File: config.mk
export PLATFORM = sky130hd
export DESIGN_NAME = tic_top
export DESIGN_NICKNAME = d
export VERILOG_FILES = /design/src/tic_pkg.sv /design/src/tic_intr_ctrl.sv /design/src/tic_rdata_mux.sv /design/src/tic_reg_decode.sv /design/src/tic_timer.sv /design/src/tic_top.sv
export VERILOG_INCLUDE_DIRS = /design/src /design/src/include
export SDC_FILE = /design/constraint.sdc
export NUM_CORES = 1
export LEC_CHECK = 0
export BUFFER_PORTS_ARGS = -buffer_cell sky130_fd_sc_hd__buf_2
export CAP_MARGIN = 30
export CELL_PAD_IN_SITES_DETAIL_PLACEMENT = 0
export CELL_PAD_IN_SITES_GLOBAL_PLACEMENT = 2
export CORE_AREA = 8 8 125 127
export DETAILED_ROUTE_END_ITERATION = 10
export DIE_AREA = 0 0 133 135
export PLACE_DENSITY_LB_ADDON = 0.1
export SLEW_MARGIN = 30
export SYNTH_ARGS = -nofsm -noshare
export SYNTH_HDL_FRONTEND = slang
export SYNTH_SLANG_ARGS = --single-unit
File: constraint.sdc
create_clock -name clk_i -period 5.3 [get_ports clk_i]
set_clock_uncertainty 0.2 [all_clocks]
set_input_delay 0.53 -clock clk_i [delete_from_list [all_inputs] [get_ports clk_i]]
set_output_delay 0.53 -clock clk_i [all_outputs]
set_load 0.03 [all_outputs]
File: src/include/tic_macros.svh
// ---------------------------------------------------------------------------
// Widths and register offsets shared by the timer and interrupt block.
// Include this header wherever a bus width, timer width or register offset
// is needed. The package pulls it in for its struct widths.
// ---------------------------------------------------------------------------

`ifndef TIC_MACROS_SVH
`define TIC_MACROS_SVH

// Word address on the register bus
`define TIC_ADDR_W 4

// Bus data width
`define TIC_DATA_W 32

// Byte enables, one per data byte
`define TIC_BE_W (`TIC_DATA_W / 8)

// Timer and compare width
`define TIC_TIMER_W 32

// Register offsets on the word address
`define TIC_OFS_MTIME    0
`define TIC_OFS_ENB      4
`define TIC_OFS_CC       8
`define TIC_OFS_MTIMECMP 12

`endif // TIC_MACROS_SVH

File: src/tic_pkg.sv
// ---------------------------------------------------------------------------
// Types for the timer and interrupt block: the raw bus request, the decoded
// register access, the register select and the one-hot interrupt ids.
// Modules take these by a wildcard import in their headers.
// ---------------------------------------------------------------------------

`default_nettype none

`include "tic_macros.svh"

package tic_pkg;

  // Plain register bus, read data comes back in the same cycle
  typedef struct packed {
    logic                   re;
    logic                   we;
    logic [`TIC_BE_W-1:0]   be;
    logic [`TIC_ADDR_W-1:0] addr;
    logic [`TIC_DATA_W-1:0] wdata;
  } tic_bus_req_t;

  // Addressed register, REG_NONE for unmapped addresses
  typedef enum logic [2:0] {
    REG_NONE     = 3'd0,
    REG_MTIME    = 3'd1,
    REG_ENB      = 3'd2,
    REG_CC       = 3'd3,
    REG_MTIMECMP = 3'd4
  } tic_reg_sel_e;

  // Access after decode, strobes already qualified by the select
  typedef struct packed {
    tic_reg_sel_e           sel;
    logic                   rd;
    logic                   wr;
    logic [`TIC_BE_W-1:0]   be;
    logic [`TIC_DATA_W-1:0] wdata;
  } tic_access_t;

  // One-hot ids, bit position is the source number
  typedef enum logic [3:0] {
    IRQ_NONE  = 4'd0,
    IRQ_EXT1  = 4'd2,
    IRQ_EXT2  = 4'd4,
    IRQ_TIMER = 4'd8
  } tic_irq_id_e;

endpackage

`default_nettype wire

File: src/tic_intr_ctrl.sv
// ---------------------------------------------------------------------------
// Interrupt gateway for three level sources. Latches the highest-priority
// source as a one-hot id, tracks pending until a claim (CC read) and active
// until a complete (CC write), and gates intr_o with the enable bit, which
// every completion clears.
// ---------------------------------------------------------------------------

`timescale 1ns/1ps
`default_nettype none

module tic_intr_ctrl
  import tic_pkg::*;
(
  input  logic        clk_i,
  input  logic        rst_ni,

  input  tic_access_t acc_i,
  // Bit 0 has no source
  input  logic [3:0]  int_src_i,

  output tic_irq_id_e irq_id_o,
  output logic        enb_o,
  output logic        intr_o
);

  tic_irq_id_e irq_id_q;
  logic [3:0]  id_bits;
  logic [3:0]  ip_q;       // pending
  logic [3:0]  ia_q;       // active
  logic [3:0]  claim_q;
  logic [3:0]  complete_q;
  logic        enb_q;
  logic        cc_rd;
  logic        cc_wr;
  logic        enb_wr;
  logic        claim_busy;

  assign cc_rd  = acc_i.rd & (acc_i.sel == REG_CC);
  assign cc_wr  = acc_i.wr & (acc_i.sel == REG_CC);
  assign enb_wr = acc_i.wr & (acc_i.sel == REG_ENB);

  assign id_bits    = irq_id_q;
  assign claim_busy = |claim_q;

  // Id capture, source 3 first, then 2, then 1
  // Frozen while a claim is outstanding, a CC write loads it instead
  always_ff @(posedge clk_i or negedge rst_ni) begin
    if (!rst_ni) begin
      irq_id_q <= IRQ_NONE;
    end else if (int_src_i[3] && !claim_busy) begin
      irq_id_q <= IRQ_TIMER;
    end else if (int_src_i[2] && !claim_busy) begin
      irq_id_q <= IRQ_EXT2;
    end else if (int_src_i[1] && !claim_busy) begin
      irq_id_q <= IRQ_EXT1;
    end else if (cc_wr) begin
      irq_id_q <= tic_irq_id_e'(acc_i.wdata[3:0]);
    end
  end

  // Pending set from the id unless active, cleared by the claim
  always_ff @(posedge clk_i or negedge rst_ni) begin
    if (!rst_ni) begin
      ip_q <= '0;
    end else begin
      ip_q <= (ip_q | (id_bits & ~ia_q & ~ip_q)) & ~(ip_q & claim_q);
    end
  end

  // Active blocks a re-raise of the same id until complete
  // Set wins over a complete in the same cycle
  always_ff @(posedge clk_i or negedge rst_ni) begin
    if (!rst_ni) begin
      ia_q <= '0;
    end else begin
      ia_q <= (ia_q | (id_bits & ~ia_q)) & ~(ia_q & complete_q & ~ip_q);
    end
  end

  // Claim held from the CC read until the completing write
  always_ff @(posedge clk_i or negedge rst_ni) begin
    if (!rst_ni) begin
      claim_q <= '0;
    end else if (cc_wr) begin
      claim_q <= '0;
    end else if (cc_rd && intr_o) begin
      claim_q <= id_bits;
    end
  end

  // One-cycle complete pulse for the current id
  always_ff @(posedge clk_i or negedge rst_ni) begin
    if (!rst_ni) begin
      complete_q <= '0;
    end else begin
      complete_q <= cc_wr ? id_bits : '0;
    end
  end

  // Enable, software write or cleared by any completion
  always_ff @(posedge clk_i or negedge rst_ni) begin
    if (!rst_ni) begin
      enb_q <= 1'b0;
    end else if (enb_wr) begin
      enb_q <= acc_i.wdata[0];
    end else if (|complete_q) begin
      enb_q <= 1'b0;
    end
  end

  assign intr_o   = (|ip_q) & enb_q;
  assign irq_id_o = irq_id_q;
  assign enb_o    = enb_q;

endmodule

`default_nettype wire

File: src/tic_rdata_mux.sv
// ---------------------------------------------------------------------------
// Read data select. Returns the addressed register during a read, in the
// same cycle as the strobe, and zero when nothing is read.
// ---------------------------------------------------------------------------

`timescale 1ns/1ps
`default_nettype none

`include "tic_macros.svh"

module tic_rdata_mux
  import tic_pkg::*;
(
  input  tic_access_t             acc_i,
  input  logic [`TIC_TIMER_W-1:0] mtime_i,
  input  logic [`TIC_TIMER_W-1:0] mtimecmp_i,
  input  tic_irq_id_e             irq_id_i,
  input  logic                    enb_i,
  output logic [`TIC_DATA_W-1:0]  rdata_o
);

  always_comb begin
    rdata_o = '0;
    if (acc_i.rd) begin
      case (acc_i.sel)
        REG_MTIME: begin
          rdata_o = `TIC_DATA_W'(mtime_i);
        end
        REG_ENB: begin
          // Enable in bit 0
          rdata_o = `TIC_DATA_W'(enb_i);
        end
        REG_CC: begin
          // One-hot id in the low nibble
          rdata_o = `TIC_DATA_W'(irq_id_i);
        end
        REG_MTIMECMP: begin
          rdata_o = `TIC_DATA_W'(mtimecmp_i);
        end
        default: begin
          rdata_o = '0;
        end
      endcase
    end
  end

endmodule

`default_nettype wire

File: src/tic_reg_decode.sv
// ---------------------------------------------------------------------------
// Address decode for the register bus. Turns the read and write strobes and
// the word address into a register select with qualified strobes. Purely
// combinational, feeds the timer, the controller and the read mux.
// ---------------------------------------------------------------------------

`timescale 1ns/1ps
`default_nettype none

`include "tic_macros.svh"

module tic_reg_decode
  import tic_pkg::*;
(
  input  tic_bus_req_t req_i,
  output tic_access_t  acc_o
);

  tic_reg_sel_e sel;
  logic         mapped;

  // Address to register select
  always_comb begin
    sel = REG_NONE;
    case (req_i.addr)
      `TIC_ADDR_W'(`TIC_OFS_MTIME): begin
        sel = REG_MTIME;
      end
      `TIC_ADDR_W'(`TIC_OFS_ENB): begin
        sel = REG_ENB;
      end
      `TIC_ADDR_W'(`TIC_OFS_CC): begin
        sel = REG_CC;
      end
      `TIC_ADDR_W'(`TIC_OFS_MTIMECMP): begin
        sel = REG_MTIMECMP;
      end
      default: begin
        sel = REG_NONE;
      end
    endcase
  end

  // Unmapped address kills both strobes
  assign mapped = (sel != REG_NONE);

  assign acc_o.sel   = sel;
  assign acc_o.rd    = req_i.re & mapped;
  assign acc_o.wr    = req_i.we & mapped;

  // Byte enables and data ride along unchanged
  assign acc_o.be    = req_i.be;
  assign acc_o.wdata = req_i.wdata;

endmodule

`default_nettype wire

File: src/tic_timer.sv
// ---------------------------------------------------------------------------
// Free-running machine timer with a compare register. The timer source is
// a level, high while the count is at or above the compare value. MTIME is
// reloaded by a full write, MTIMECMP is written byte by byte.
// ---------------------------------------------------------------------------

`timescale 1ns/1ps
`default_nettype none

`include "tic_macros.svh"

module tic_timer
  import tic_pkg::*;
(
  input  logic                    clk_i,
  input  logic                    rst_ni,

  input  tic_access_t             acc_i,

  output logic [`TIC_TIMER_W-1:0] mtime_o,
  output logic [`TIC_TIMER_W-1:0] mtimecmp_o,
  output logic                    timer_irq_o
);

  logic [`TIC_TIMER_W-1:0] mtime_q;
  logic [`TIC_TIMER_W-1:0] mtimecmp_q;
  logic                    mtime_we;
  logic                    mtimecmp_we;

  assign mtime_we    = acc_i.wr & (acc_i.sel == REG_MTIME);
  assign mtimecmp_we = acc_i.wr & (acc_i.sel == REG_MTIMECMP);

  // Counter, a bus write takes priority over the increment
  always_ff @(posedge clk_i or negedge rst_ni) begin
    if (!rst_ni) begin
      mtime_q <= '0;
    end else if (mtime_we) begin
      // Full word reload, byte enables not honoured here
      mtime_q <= `TIC_TIMER_W'(acc_i.wdata);
    end else begin
      mtime_q <= mtime_q + 1'b1;
    end
  end

  // Compare value, all ones out of reset so the source stays quiet
  always_ff @(posedge clk_i or negedge rst_ni) begin
    if (!rst_ni) begin
      mtimecmp_q <= '1;
    end else if (mtimecmp_we) begin
      // Only the enabled bytes change
      for (int b = 0; b < `TIC_BE_W; b++) begin
        if (acc_i.be[b]) begin
          mtimecmp_q[8*b +: 8] <= acc_i.wdata[8*b +: 8];
        end
      end
    end
  end

  // Level source, follows the counter directly
  assign timer_irq_o = (mtime_q >= mtimecmp_q);

  // Values for the read mux
  assign mtime_o    = mtime_q;
  assign mtimecmp_o = mtimecmp_q;

endmodule

`default_nettype wire

File: src/tic_top.sv
// ---------------------------------------------------------------------------
// Timer and interrupt block, top level. Decodes the register bus, runs the
// timer and the interrupt gateway and returns read data combinationally.
// Timer drives source 3, the two external lines drive sources 2 and 1.
// ---------------------------------------------------------------------------

`timescale 1ns/1ps
`default_nettype none

`include "tic_macros.svh"

module tic_top
  import tic_pkg::*;
(
  input  logic                   clk_i,
  input  logic                   rst_ni,

  input  tic_bus_req_t           req_i,
  output logic [`TIC_DATA_W-1:0] rdata_o,

  // Level inputs for sources 1 and 2
  input  logic [1:0]             ext_irq_i,
  output logic                   intr_o
);

  tic_access_t             acc;
  logic [`TIC_TIMER_W-1:0] mtime;
  logic [`TIC_TIMER_W-1:0] mtimecmp;
  logic                    timer_irq;
  logic [3:0]              int_src;
  tic_irq_id_e             irq_id;
  logic                    enb;

  tic_reg_decode u_decode (
    .req_i (req_i),
    .acc_o (acc)
  );

  tic_timer u_timer (
    .clk_i       (clk_i),
    .rst_ni      (rst_ni),
    .acc_i       (acc),
    .mtime_o     (mtime),
    .mtimecmp_o  (mtimecmp),
    .timer_irq_o (timer_irq)
  );

  // Source 0 does not exist
  assign int_src = {timer_irq, ext_irq_i, 1'b0};

  tic_intr_ctrl u_intr_ctrl (
    .clk_i     (clk_i),
    .rst_ni    (rst_ni),
    .acc_i     (acc),
    .int_src_i (int_src),
    .irq_id_o  (irq_id),
    .enb_o     (enb),
    .intr_o    (intr_o)
  );

  tic_rdata_mux u_rdata_mux (
    .acc_i      (acc),
    .mtime_i    (mtime),
    .mtimecmp_i (mtimecmp),
    .irq_id_i   (irq_id),
    .enb_i      (enb),
    .rdata_o    (rdata_o)
  );

endmodule

`default_nettype wire

==> flow_summary.json, run 1 <==
{
  "ant_nets": 0,
  "pwr_density_cell_nw_per_um2": 391,
  "grtUsageTotal_pct": 16.5,
  "crit_path_start_kind": "primary input",
  "synth-edff-count": 0,
  "max-slew-margin-rel_pct": 40.8,
  "endpoint_kind": "primary output",
  "r2r_start": "u_timer.mtime_o[0]$_DFF_PN0_",
  "cts_root_buf": "clkbuf_16",
  "wl_per_cell_um": 17.6,
  "fp.dieW_um": 133,
  "num-nets-final": 692,
  "slowest_stage": "and3_1",
  "numPortBuffers": 78,
  "n_fill_cell": 1360,
  "avgViaCountPerCell": 5.24,
  "syn_area_per_cell_sq_um": 9.60,
  "die_h_um": 135,
  "antenna_found_initial": 0,
  "ys_ff_latch": 85,
  "worstPathRequired_ns": 4.57,
  "grt_first_pass_wirelength_um": 23700,
  "htree_levels": 3,
  "async_reset_ff_share_pct": 100,
  "yosysWarningCount": 0,
  "worstHoldStart": "req_i[10]",
  "die_area_sq_um": 18000,
  "cts-buffers-inserted": 9,
  "hold_class": "in -> reg",
  "reg2reg_depth": 7,
  "gp_congestion": 0.783,
  "crit_fanout": 17,
  "drt_pass1_iterations": 4,
  "power_leakage_nw": 2.57,
  "critical_path_class": "in -> out",
  "io_pins": 79,
  "path_clk_slew_ns": 0.07,
  "start_util_pct": 38.2,
  "r2r_slack_ns": 2.91,
  "overflow": 0,
  "syn_inst": 542,
  "ir_drop_uv": 139,
  "synthesis.area_sq_um": 5200,
  "cts_tree": "built",
  "antenna_cells": 0,
  "status": "finished clean",
  "hpwl_um": 10300,
  "tns_ns": 0,
  "setup_violations": 0,
  "rows": 43,
  "clk_path_buf_depth": 2,
  "rr_endpoint": "u_intr_ctrl.irq_id_o[3]$_DFFE_PN0P_",
  "synthesis.nets": 621,
  "cts_sinks": 85,
  "post-cts-setup-buffer-count": 0,
  "path_cells": "buf_2, nor2_1, and3_1, buf_4, a22oi_1, nor2_1, buf_2",
  "drv_slew": 0,
  "worst_pin_slew_ns": 0.882,
  "grt_max_degree": 62,
  "hold_path_depth": 2,
  "area_growth_syn_to_layout_pct": 16.6,
  "period_minus_slack_ns": 3.16,
  "min_period_over_period_pct": 59.7,
  "synth_flop_cell": "dfrtp_1",
  "crit_arrival_ns": 2.43,
  "drc": 0,
  "drive_gt1_share_pct": 25.6,
  "timing.fmax_mhz": 316,
  "max-cap-violations": 0,
  "via_count": 4185,
  "wirelength_um": 14100,
  "whs_endpoint": "u_timer.mtimecmp_o[10]$_DFFE_PN1P_",
  "dp.cells": 781,
  "fin_cells": 798,
  "dr.first_iter.drc_count": 212,
  "path_delay_family": "simple AND/OR/NAND/NOR gates",
  "hold_viol": 0,
  "slowest_delay_ns": 0.65,
  "worstSkewPairLatency_ns": 0.34,
  "grt_pass1_vias": 4488,
  "yosysSeqAreaShare_pct": 41.6,
  "core_area_sq_um": 13600,
  "rsz0062_at_grt": "false",
  "synth_cell_types": 50,
  "critPathBufInv": 3
}
-- routing by layer --
layer,up-vias,global-route usage [%],routed length [um]
met2,83,24.9,6130
met3,12,3.12,660
met1,2025,23.1,7070
met4,0,5.62,196
met5,-,0,0
li1,2065,-,-
-- logic make-up (layout without fill, tap and decap cells) --
group,count (synthesis),after routing,synth area share (%)
buffers and inverters,65,141,4.98
AND/OR/NAND/NOR,183,183,18.4
flip-flops,85,85,41.6
XOR/XNOR,30,30,5.05
AO/OA/AOI/OAI,100,100,12.0
multiplexers,46,46,10.0
adder cells (fa/ha/maj),33,33,7.93
-- layout by cell type, fill, tap and decap left out, drive strengths merged, types with 2 or more instances in the layout --
cell / count
nor2: 82
ha: 33
nand4: 12
a22oi: 34
a31oi: 4
inv: 48
o21ai: 11
xor2: 6
nor3: 12
nand3: 16
mux2i: 7
a21oi: 42
nor4: 10
dfstp: 32
nand2: 24
xnor2: 24
dfrtp: 53
and3: 4
and4: 7
clkbuf: 9
or3: 3
mux2: 38
and2: 5
buf: 83
o22ai: 2
nand3b: 2
-- how the worst max path moves through the flow --
stage / from / to / depth (start not counted)
final: req_i[33] / rdata_o[22] / 7
after global routing: req_i[33] / rdata_o[22] / 7
after CTS: req_i[33] / rdata_o[22] / 7
after detailed placement: req_i[33] / rdata_o[22] / 7
after global placement: req_i[33] / rdata_o[21] / 7
after floorplan: req_i[35] / rdata_o[23] / 6
-- final cells by class --
class | instances | area [sq um] | share of cell area (%)
clock buffers | 9 | 225 | 3.71
clock inverters | 7 | 61.3 | 1.01
inverters | 41 | 154 | 2.54
multi-input cells | 392 | 2800 | 46.1
flip-flops and latches | 85 | 2170 | 35.7
well taps | 180 | 225 | 3.71
repair buffers | 84 | 440 | 7.26
-- where the power goes --
part           total (mW)  leakage [nW]  switching [mW]  internal (mW)
Sequential           1.05         0.945           0.211          0.842
Clock               0.622         0.143           0.293          0.330
Combinational       0.694          1.48           0.365          0.329
-- through the flow --
stage / total power, mW / instance area [sq um] / hold slack [ns] / utilization [%] / setup WS (ns)
finish: 2.37 / 6070 / 0.210 / 44.6 / 2.14
global route: 2.57 / 6070 / 0.206 / 44.6 / 1.92
CTS: 2.41 / 6070 / 0.199 / 44.6 / 2.14
detailed placement: 1.76 / 5770 / 0.260 / 42.4 / 2.13
global placement: 1.75 / 5770 / 0.255 / 42.4 / 2.19
floorplan: 1.54 / 5200 / 0.0344 / - / 2.55
-- state kept, by name (all words and copies together), names as in the netlist --
name,count
u_intr_ctrl.ip_q,4
u_intr_ctrl.irq_id_o,4
u_timer.mtime_o,32
u_intr_ctrl.complete_q,4
u_timer.mtimecmp_o,32
u_intr_ctrl.claim_q,4
u_intr_ctrl.ia_q,4
u_intr_ctrl.enb_o,1
-- what timing repair did --
action                    CTS  global route
gates resized for setup     0             0
hold endpoints to repair   17             0
hold buffers                1             0
-- synth_stat cells (2+ instances only) --
| cell | instances | area share [%] |
|---|---|---|
| nor2_1 | 82 | 5.9 |
| dfrtp_1 | 53 | 25 |
| a21oi_1 | 42 | 4.0 |
| inv_1 | 41 | 3.0 |
| a22oi_1 | 34 | 4.9 |
| ha_1 | 33 | 7.9 |
| dfstp_2 | 32 | 16 |
| mux2_1 | 28 | 6.1 |
| xnor2_1 | 24 | 4.0 |
| nand2_1 | 23 | 1.7 |
| nand3_1 | 15 | 1.4 |
| clkbuf_1 | 13 | 0.94 |
| nor3_1 | 11 | 1.1 |
| o21ai_0 | 11 | 1.1 |
| mux2_2 | 10 | 2.2 |
| nand4_1 | 10 | 1.2 |
| buf_2 | 9 | 0.87 |
| and4_1 | 7 | 1.2 |
| mux2i_1 | 7 | 1.3 |
| nor4_2 | 6 | 1.4 |
| xor2_1 | 6 | 1.0 |
| and2_1 | 5 | 0.60 |
| a31oi_1 | 4 | 0.48 |
| and3_1 | 4 | 0.48 |
| nor4_1 | 3 | 0.36 |
| or3_1 | 3 | 0.36 |
| nand3b_1 | 2 | 0.29 |
| nand4_2 | 2 | 0.48 |
(Power assumes the default switching activity.)
==> inputs of run 2 (changes only) <==
--- a/config.mk
+++ b/config.mk
@@ -6,13 +6,14 @@
 export SDC_FILE = /design/constraint.sdc
 export NUM_CORES = 1
 export LEC_CHECK = 0
+export ABC_AREA = 1
 export BUFFER_PORTS_ARGS = -buffer_cell sky130_fd_sc_hd__buf_2
 export CAP_MARGIN = 30
 export CELL_PAD_IN_SITES_DETAIL_PLACEMENT = 0
 export CELL_PAD_IN_SITES_GLOBAL_PLACEMENT = 2
-export CORE_AREA = 8 8 125 127
+export CORE_AREA = 8 8 146 148
 export DETAILED_ROUTE_END_ITERATION = 10
-export DIE_AREA = 0 0 133 135
+export DIE_AREA = 0 0 154 156
 export PLACE_DENSITY_LB_ADDON = 0.1
 export SLEW_MARGIN = 30
 export SYNTH_ARGS = -nofsm -noshare
==> constraint.sdc (replaced) <==
create_clock -name clk_i -period 2.6 [get_ports clk_i]
set_clock_uncertainty 0.2 [all_clocks]
set_input_delay 0.26 -clock clk_i [delete_from_list [all_inputs] [get_ports clk_i]]
set_output_delay 0.26 -clock clk_i [all_outputs]
set_load 0.03 [all_outputs]
==> flow_summary.json, run 2 <==
{
  "core_area_sq_um": 19100,
  "ir_drop_uv": 335,
  "hpwl_um": 14800,
  "synth.most_common_cell": "nand2_1",
  "yosysSeqAreaShare_pct": 38.8,
  "period_minus_slack_ns": 2.22,
  "wl_per_cell_um": 16.7,
  "pwr_density_cell_nw_per_um2": 710,
  "synth_fa_ha_area_share_pct": 7.40,
  "switching_share_pct": 39.3,
  "antenna_found_initial": 0,
  "ant_nets": 0,
  "p_switching_mw": 1.93,
  "seq_power_share_pct": 41.9,
  "path_clk_slew_ns": 0.07,
  "timing.fmax_mhz": 450,
  "die_h_um": 156,
  "yosysWarningCount": 0,
  "synth.area.top_cells": "dfrtp_1 (24%), dfstp_2 (15%), nand2_1 (12%)",
  "n_fill_cell": 2088,
  "synth_cell_types": 34,
  "synthXorXnorAreaFrac_pct": 3.45,
  "synth_top_area_share_pct": 23.8,
  "start_util_pct": 29.2,
  "power_leakage_nw": 3.36,
  "synth_top_family_by_area": "simple AND/OR/NAND/NOR gates",
  "grt_max_degree": 33,
  "post-cts-setup-buffer-count": 0,
  "cts_root_buf": "clkbuf_16",
  "syn_area_per_cell_sq_um": 7.22,
  "yosys.area.top_type": "dfrtp_1",
  "setup_violations": 0,
  "avgViaCountPerCell": 4.68,
  "postCtsHoldBufs": 33,
  "cts_sinks": 85,
  "critical_path_class": "reg -> reg",
  "crit_arrival_ns": 2.29,
  "r2r_slack_ns": 0.38,
  "final_cell_mix": "nand2_1 (181), inv_1 (138), nor2_1 (90), buf_2 (77), dfrtp_1 (53)",
  "rows": 51,
  "synthesis.nets": 852,
  "hold_class": "in -> reg",
  "worstPathRequired_ns": 2.67,
  "num-nets-final": 964,
  "synthesis.area_sq_um": 5580,
  "dp_slack_ns": 0.349,
  "p_total_mw": 4.90,
  "crit_fanout": 6,
  "max-cap-violations": 0,
  "combPwrFrac_pct": 31.7,
  "dp.cells": 1079,
  "final_common_cell": "nand2_1",
  "cts_resized": 0,
  "ys_ff_latch": 85,
  "drive_gt1_share_pct": 17.6,
  "hold_viol": 0,
  "cts-buffers-inserted": 9,
  "io_pins": 79,
  "cts_tree": "built",
  "die_area_sq_um": 24000,
  "max-slew-margin-rel_pct": 62.0,
  "antenna_cells": 0,
  "crit_path_start_kind": "register",
  "async_reset_ff_share_pct": 100,
  "grtUsageTotal_pct": 16.2,
  "synth_compound_area_share_pct": 13.0,
  "synthMuxAreaShare_pct": 0,
  "worst_pin_slew_ns": 0.566,
  "fin_util_pct": 36.2,
  "area_growth_syn_to_layout_pct": 23.7,
  "min_period_over_period_pct": 85.5,
  "dr.first_iter.drc_count": 230,
  "clockPowerShare_pct": 26.4,
  "synth-edff-count": 0,
  "fin_cells": 1128,
  "drc": 0,
  "drt_pass1_iterations": 5,
  "grt_first_pass_wirelength_um": 30100,
  "fp.dieW_um": 154,
  "via_count": 5279,
  "synthSimpleGateAreaFrac_pct": 26.3,
  "worstSkewPairLatency_ns": 0.35,
  "gp_congestion": 0.847,
  "grt_pass1_vias": 5439,
  "tns_ns": 0,
  "rsz0062_at_grt": "false",
  "p_int_mw": 2.97,
  "endpoint_kind": "register",
  "numPortBuffers": 78,
  "syn_inst": 773,
  "wirelength_um": 18800,
  "synth_flop_cell": "dfrtp_1",
  "yosys-top-cells-count": "nand2_1 (181), inv_1 (138), nor2_1 (90), dfrtp_1 (53), o21ai_0 (50)",
  "overflow": 0,
  "drv_slew": 0,
  "status": "finished clean",
  "htree_levels": 3,
  "clk_path_buf_depth": 2,
  "fin_ws_ns": 0.378
}
## run 2: cell types whose count changed after synthesis, sizes merged, moves of 18 or more
cell   change
a22oi     -34
inv       +97
mux2      -38
nand2    +160
o21ai     +45
o22ai     +19
xnor2     -18
## run 2: worst paths after layout
path / depth (start not counted) / to / start
worst max-delay path: 8 / u_timer.mtime_o[18]$_DFF_PN0_ / u_timer.mtime_o[0]$_DFF_PN0_
worst max register to register: 8 / u_timer.mtime_o[18]$_DFF_PN0_ / u_timer.mtime_o[0]$_DFF_PN0_
min in group asynchronous: 2 / u_timer.mtime_o[21]$_DFF_PN0_ / rst_ni
worst min register to register: 1 / u_intr_ctrl.ia_q[0]$_DFF_PN0_ / u_intr_ctrl.complete_q[0]$_DFF_PN0_
worst min-delay path: 3 / u_intr_ctrl.enb_o$_DFFE_PN0P_ / req_i[40]
max in group asynchronous: 3 / u_timer.mtimecmp_o[14]$_DFFE_PN1P_ / rst_ni
## run 2: final cells by class
class	count	area [sq um]	area share, %
repair buffers	123	826	12.0
clock buffers	9	225	3.26
flip-flops and latches	85	2170	31.4
inverters	138	518	7.51
multi-input cells	528	2800	40.6
well taps	238	298	4.32
clock inverters	7	63.8	0.925
## run 2: layer usage
layer | GRT usage, % | routed length [um] | vias up
met5 | 0 | 0 | -
met4 | 4.99 | 340 | 0
met3 | 2.83 | 630 | 18
met2 | 28.2 | 9310 | 86
met1 | 19.9 | 8560 | 2497
li1 | - | - | 2678
## run 2: power by group through the flow
stage	Clock [mW]	Combinational, mW	Sequential (mW)
finish	1.29	1.55	2.05
floorplan	0	1.11	1.95
global route	1.39	1.81	2.10
detailed placement	0	1.53	2.08
global placement	0	1.51	2.08
CTS	1.34	1.58	2.06
## run 2: per-stage QoR
step	area [sq um]	hold slack (ns)
CTS	6900	0.0330
finish	6900	0.0300
global placement	6280	0.0490
floorplan	5580	-0.236
detailed placement	6280	0.0508
global route	6900	0.0503
## run 2: logic make-up (layout without fill, tap and decap cells)
logic type                 Yosys count  after routing
adders and majority gates           33             33
AOI/OAI and AO/OA                  133            133
DFF                                 85             85
xor gates and xnor gates            22             22
and+or+nand+nor                    340            340
buffers and inverters              160            277
## run 2: worst max-delay path, cell delays in order (launching register included)
cell     delay, ns
dfrtp_1       0.47
ha_1          0.27
nand3_2       0.16
inv_1         0.15
nand2_2       0.12
nor2_2        0.26
nand3_1       0.21
xor2_1        0.20
o21ai_1       0.12
==> inputs of run 3 (changes only) <==
--- a/config.mk
+++ b/config.mk
@@ -6,14 +6,13 @@
 export SDC_FILE = /design/constraint.sdc
 export NUM_CORES = 1
 export LEC_CHECK = 0
-export ABC_AREA = 1
 export BUFFER_PORTS_ARGS = -buffer_cell sky130_fd_sc_hd__buf_2
 export CAP_MARGIN = 30
 export CELL_PAD_IN_SITES_DETAIL_PLACEMENT = 0
 export CELL_PAD_IN_SITES_GLOBAL_PLACEMENT = 2
-export CORE_AREA = 8 8 146 148
+export CORE_AREA = 8 8 137 139
 export DETAILED_ROUTE_END_ITERATION = 10
-export DIE_AREA = 0 0 154 156
+export DIE_AREA = 0 0 145 147
 export PLACE_DENSITY_LB_ADDON = 0.1
 export SLEW_MARGIN = 30
 export SYNTH_ARGS = -nofsm -noshare
==> flow_summary.json, run 3 (synthesis results as in run 1) <==
{
  "dr.first_iter.drc_count": 201,
  "worstHoldStart": "ext_irq_i[1]",
  "final_cell_mix": "nor2_1 (82), buf_2 (77), dfrtp_1 (53), a21oi_1 (42), inv_1 (41)",
  "htree_levels": 3,
  "cts_resized": 0,
  "ir_drop_uv": 328,
  "path_clk_slew_ns": 0.07,
  "worst_pin_slew_ns": 0.674,
  "cts-buffers-inserted": 9,
  "numPortBuffers": 78,
  "via_count": 4388,
  "crit_path_start_kind": "register",
  "num-nets-final": 737,
  "io_pins": 79,
  "grt_pass1_vias": 4800,
  "start_util_pct": 31.1,
  "avgViaCountPerCell": 4.94,
  "clk_path_buf_depth": 2,
  "grtUsageTotal_pct": 15.1,
  "crit_fanout": 4,
  "power_leakage_nw": 2.78,
  "wl_per_cell_um": 17.6,
  "drive_gt1_share_pct": 25.6,
  "fp.dieW_um": 145,
  "max-slew-margin-rel_pct": 54.6,
  "crit_arrival_ns": 2.35,
  "cts_root_buf": "clkbuf_16",
  "stdcell_area_sq_um": 6580,
  "post_dp_cell_area_sq_um": 5940,
  "hold_viol": 0,
  "rr_endpoint": "u_intr_ctrl.irq_id_o[3]$_DFFE_PN0P_",
  "tns_ns": 0,
  "grt_first_pass_wirelength_um": 25800,
  "timing.fmax_mhz": 430,
  "pwr_density_cell_nw_per_um2": 757,
  "hold_path_depth": 3,
  "core_area_sq_um": 16800,
  "worstPathRequired_ns": 2.62,
  "worstSkewPairLatency_ns": 0.34,
  "drt_pass1_iterations": 4,
  "endpoint_kind": "register",
  "grt_max_degree": 45,
  "period_minus_slack_ns": 2.32,
  "r2r_slack_ns": 0.28,
  "min_period_over_period_pct": 89.4,
  "die_area_sq_um": 21300,
  "overflow": 0,
  "status": "finished clean",
  "max-cap-violations": 0,
  "drc": 0,
  "cts_tree": "built",
  "antenna_cells": 0,
  "rows": 48,
  "reg2reg_depth": 6,
  "cts_sinks": 85,
  "antenna_found_initial": 0,
  "wirelength_um": 15600,
  "area_growth_syn_to_layout_pct": 26.4,
  "r2r_start": "u_timer.mtimecmp_o[0]$_DFFE_PN1P_",
  "setup_violations": 0,
  "die_h_um": 147,
  "ant_nets": 0,
  "final_common_cell": "nor2_1",
  "whs_endpoint": "u_intr_ctrl.irq_id_o[1]$_DFFE_PN0P_",
  "critical_path_class": "reg -> reg",
  "hpwl_um": 11600,
  "drv_slew": 0,
  "rsz0062_at_grt": "false",
  "hold_class": "in -> reg",
  "gp_congestion": 0.753
}
## run 3: cell types whose count changed in the layout (fill, tap and decap cells not counted), sizes merged, moves of 6 or more
cell	delta
nand2	-160
inv	-99
o21ai	-45
mux2	+38
a22oi	+34
o22ai	-19
xnor2	+18
nor2	-16
xor2	-10
nand3	-9
nor4	+8
and4	+7
mux2i	+7
buf	+6
## run 3: critical path, stage by stage (launching register included)
cell and delay [ns]:
dfstp_2 0.55, ha_1 0.22, nand2b_1 0.14, a2111oi_0 0.42, o31a_1 0.21, o22ai_2 0.09, or3_1 0.37
## run 3: power by group
part / leakage, nW / internal [mW] / switching [mW]
logic: 1.69 / 0.713 / 0.770
clock network: 0.143 / 0.757 / 0.593
registers: 0.945 / 1.72 / 0.432
## run 3: timing repair
action                                 CTS  global route
hold buffers                            33             0
endpoints found under the hold margin   84             0
buffers inserted                         0             0
## run 3: layout make-up
class,count,area (sq um)
well taps,225,282
clock inverters,7,80.1
fillers,1696,10200
repair buffers,129,883
inverters,41,154
multi-input cells,392,2790
flip-flops and latches,85,2170
clock buffers,9,225
## run 3: through the flow
step	util [%]	cells	total power, mW	setup WS (ns)	hold WS (ns)
after floorplan	-	542	3.13	0.390	-0.236
after global placement	35.5	839	3.62	0.335	0.0172
after detailed placement	35.5	839	3.64	0.302	0.0174
after CTS	39.3	888	5.05	0.276	0.0673
after global routing	39.3	888	5.39	0.0806	0.0878
final	39.3	888	4.98	0.276	0.0776
## run 3: worst max-delay path by stage
stage                                        from                             endpoint  slack (ns)  depth (start not counted)
2_1_floorplan                           req_i[35]                          rdata_o[23]        0.39                          6
3_3_place_gp    u_timer.mtimecmp_o[6]$_DFFE_PN1P_  u_intr_ctrl.irq_id_o[3]$_DFFE_PN0P_        0.33                          7
3_5_place_dp   u_timer.mtimecmp_o[15]$_DFFE_PN1P_  u_intr_ctrl.irq_id_o[3]$_DFFE_PN0P_        0.30                          7
4_1_cts         u_timer.mtimecmp_o[6]$_DFFE_PN1P_  u_intr_ctrl.irq_id_o[3]$_DFFE_PN0P_        0.28                          7
5_1_grt         u_timer.mtimecmp_o[0]$_DFFE_PN1P_  u_intr_ctrl.irq_id_o[3]$_DFFE_PN0P_        0.08                          6
6_report        u_timer.mtimecmp_o[0]$_DFFE_PN1P_  u_intr_ctrl.irq_id_o[3]$_DFFE_PN0P_        0.28                          6
## run 3: routing by layer
layer / part of all wire, % / track usage, % / up-vias
li1: - / - / 2151
met1: 49 / 20.8 / 2138
met2: 45 / 23.5 / 89
met3: 4.4 / 2.58 / 10
met4: 0.88 / 4.73 / 0
met5: 0 / 0 / -
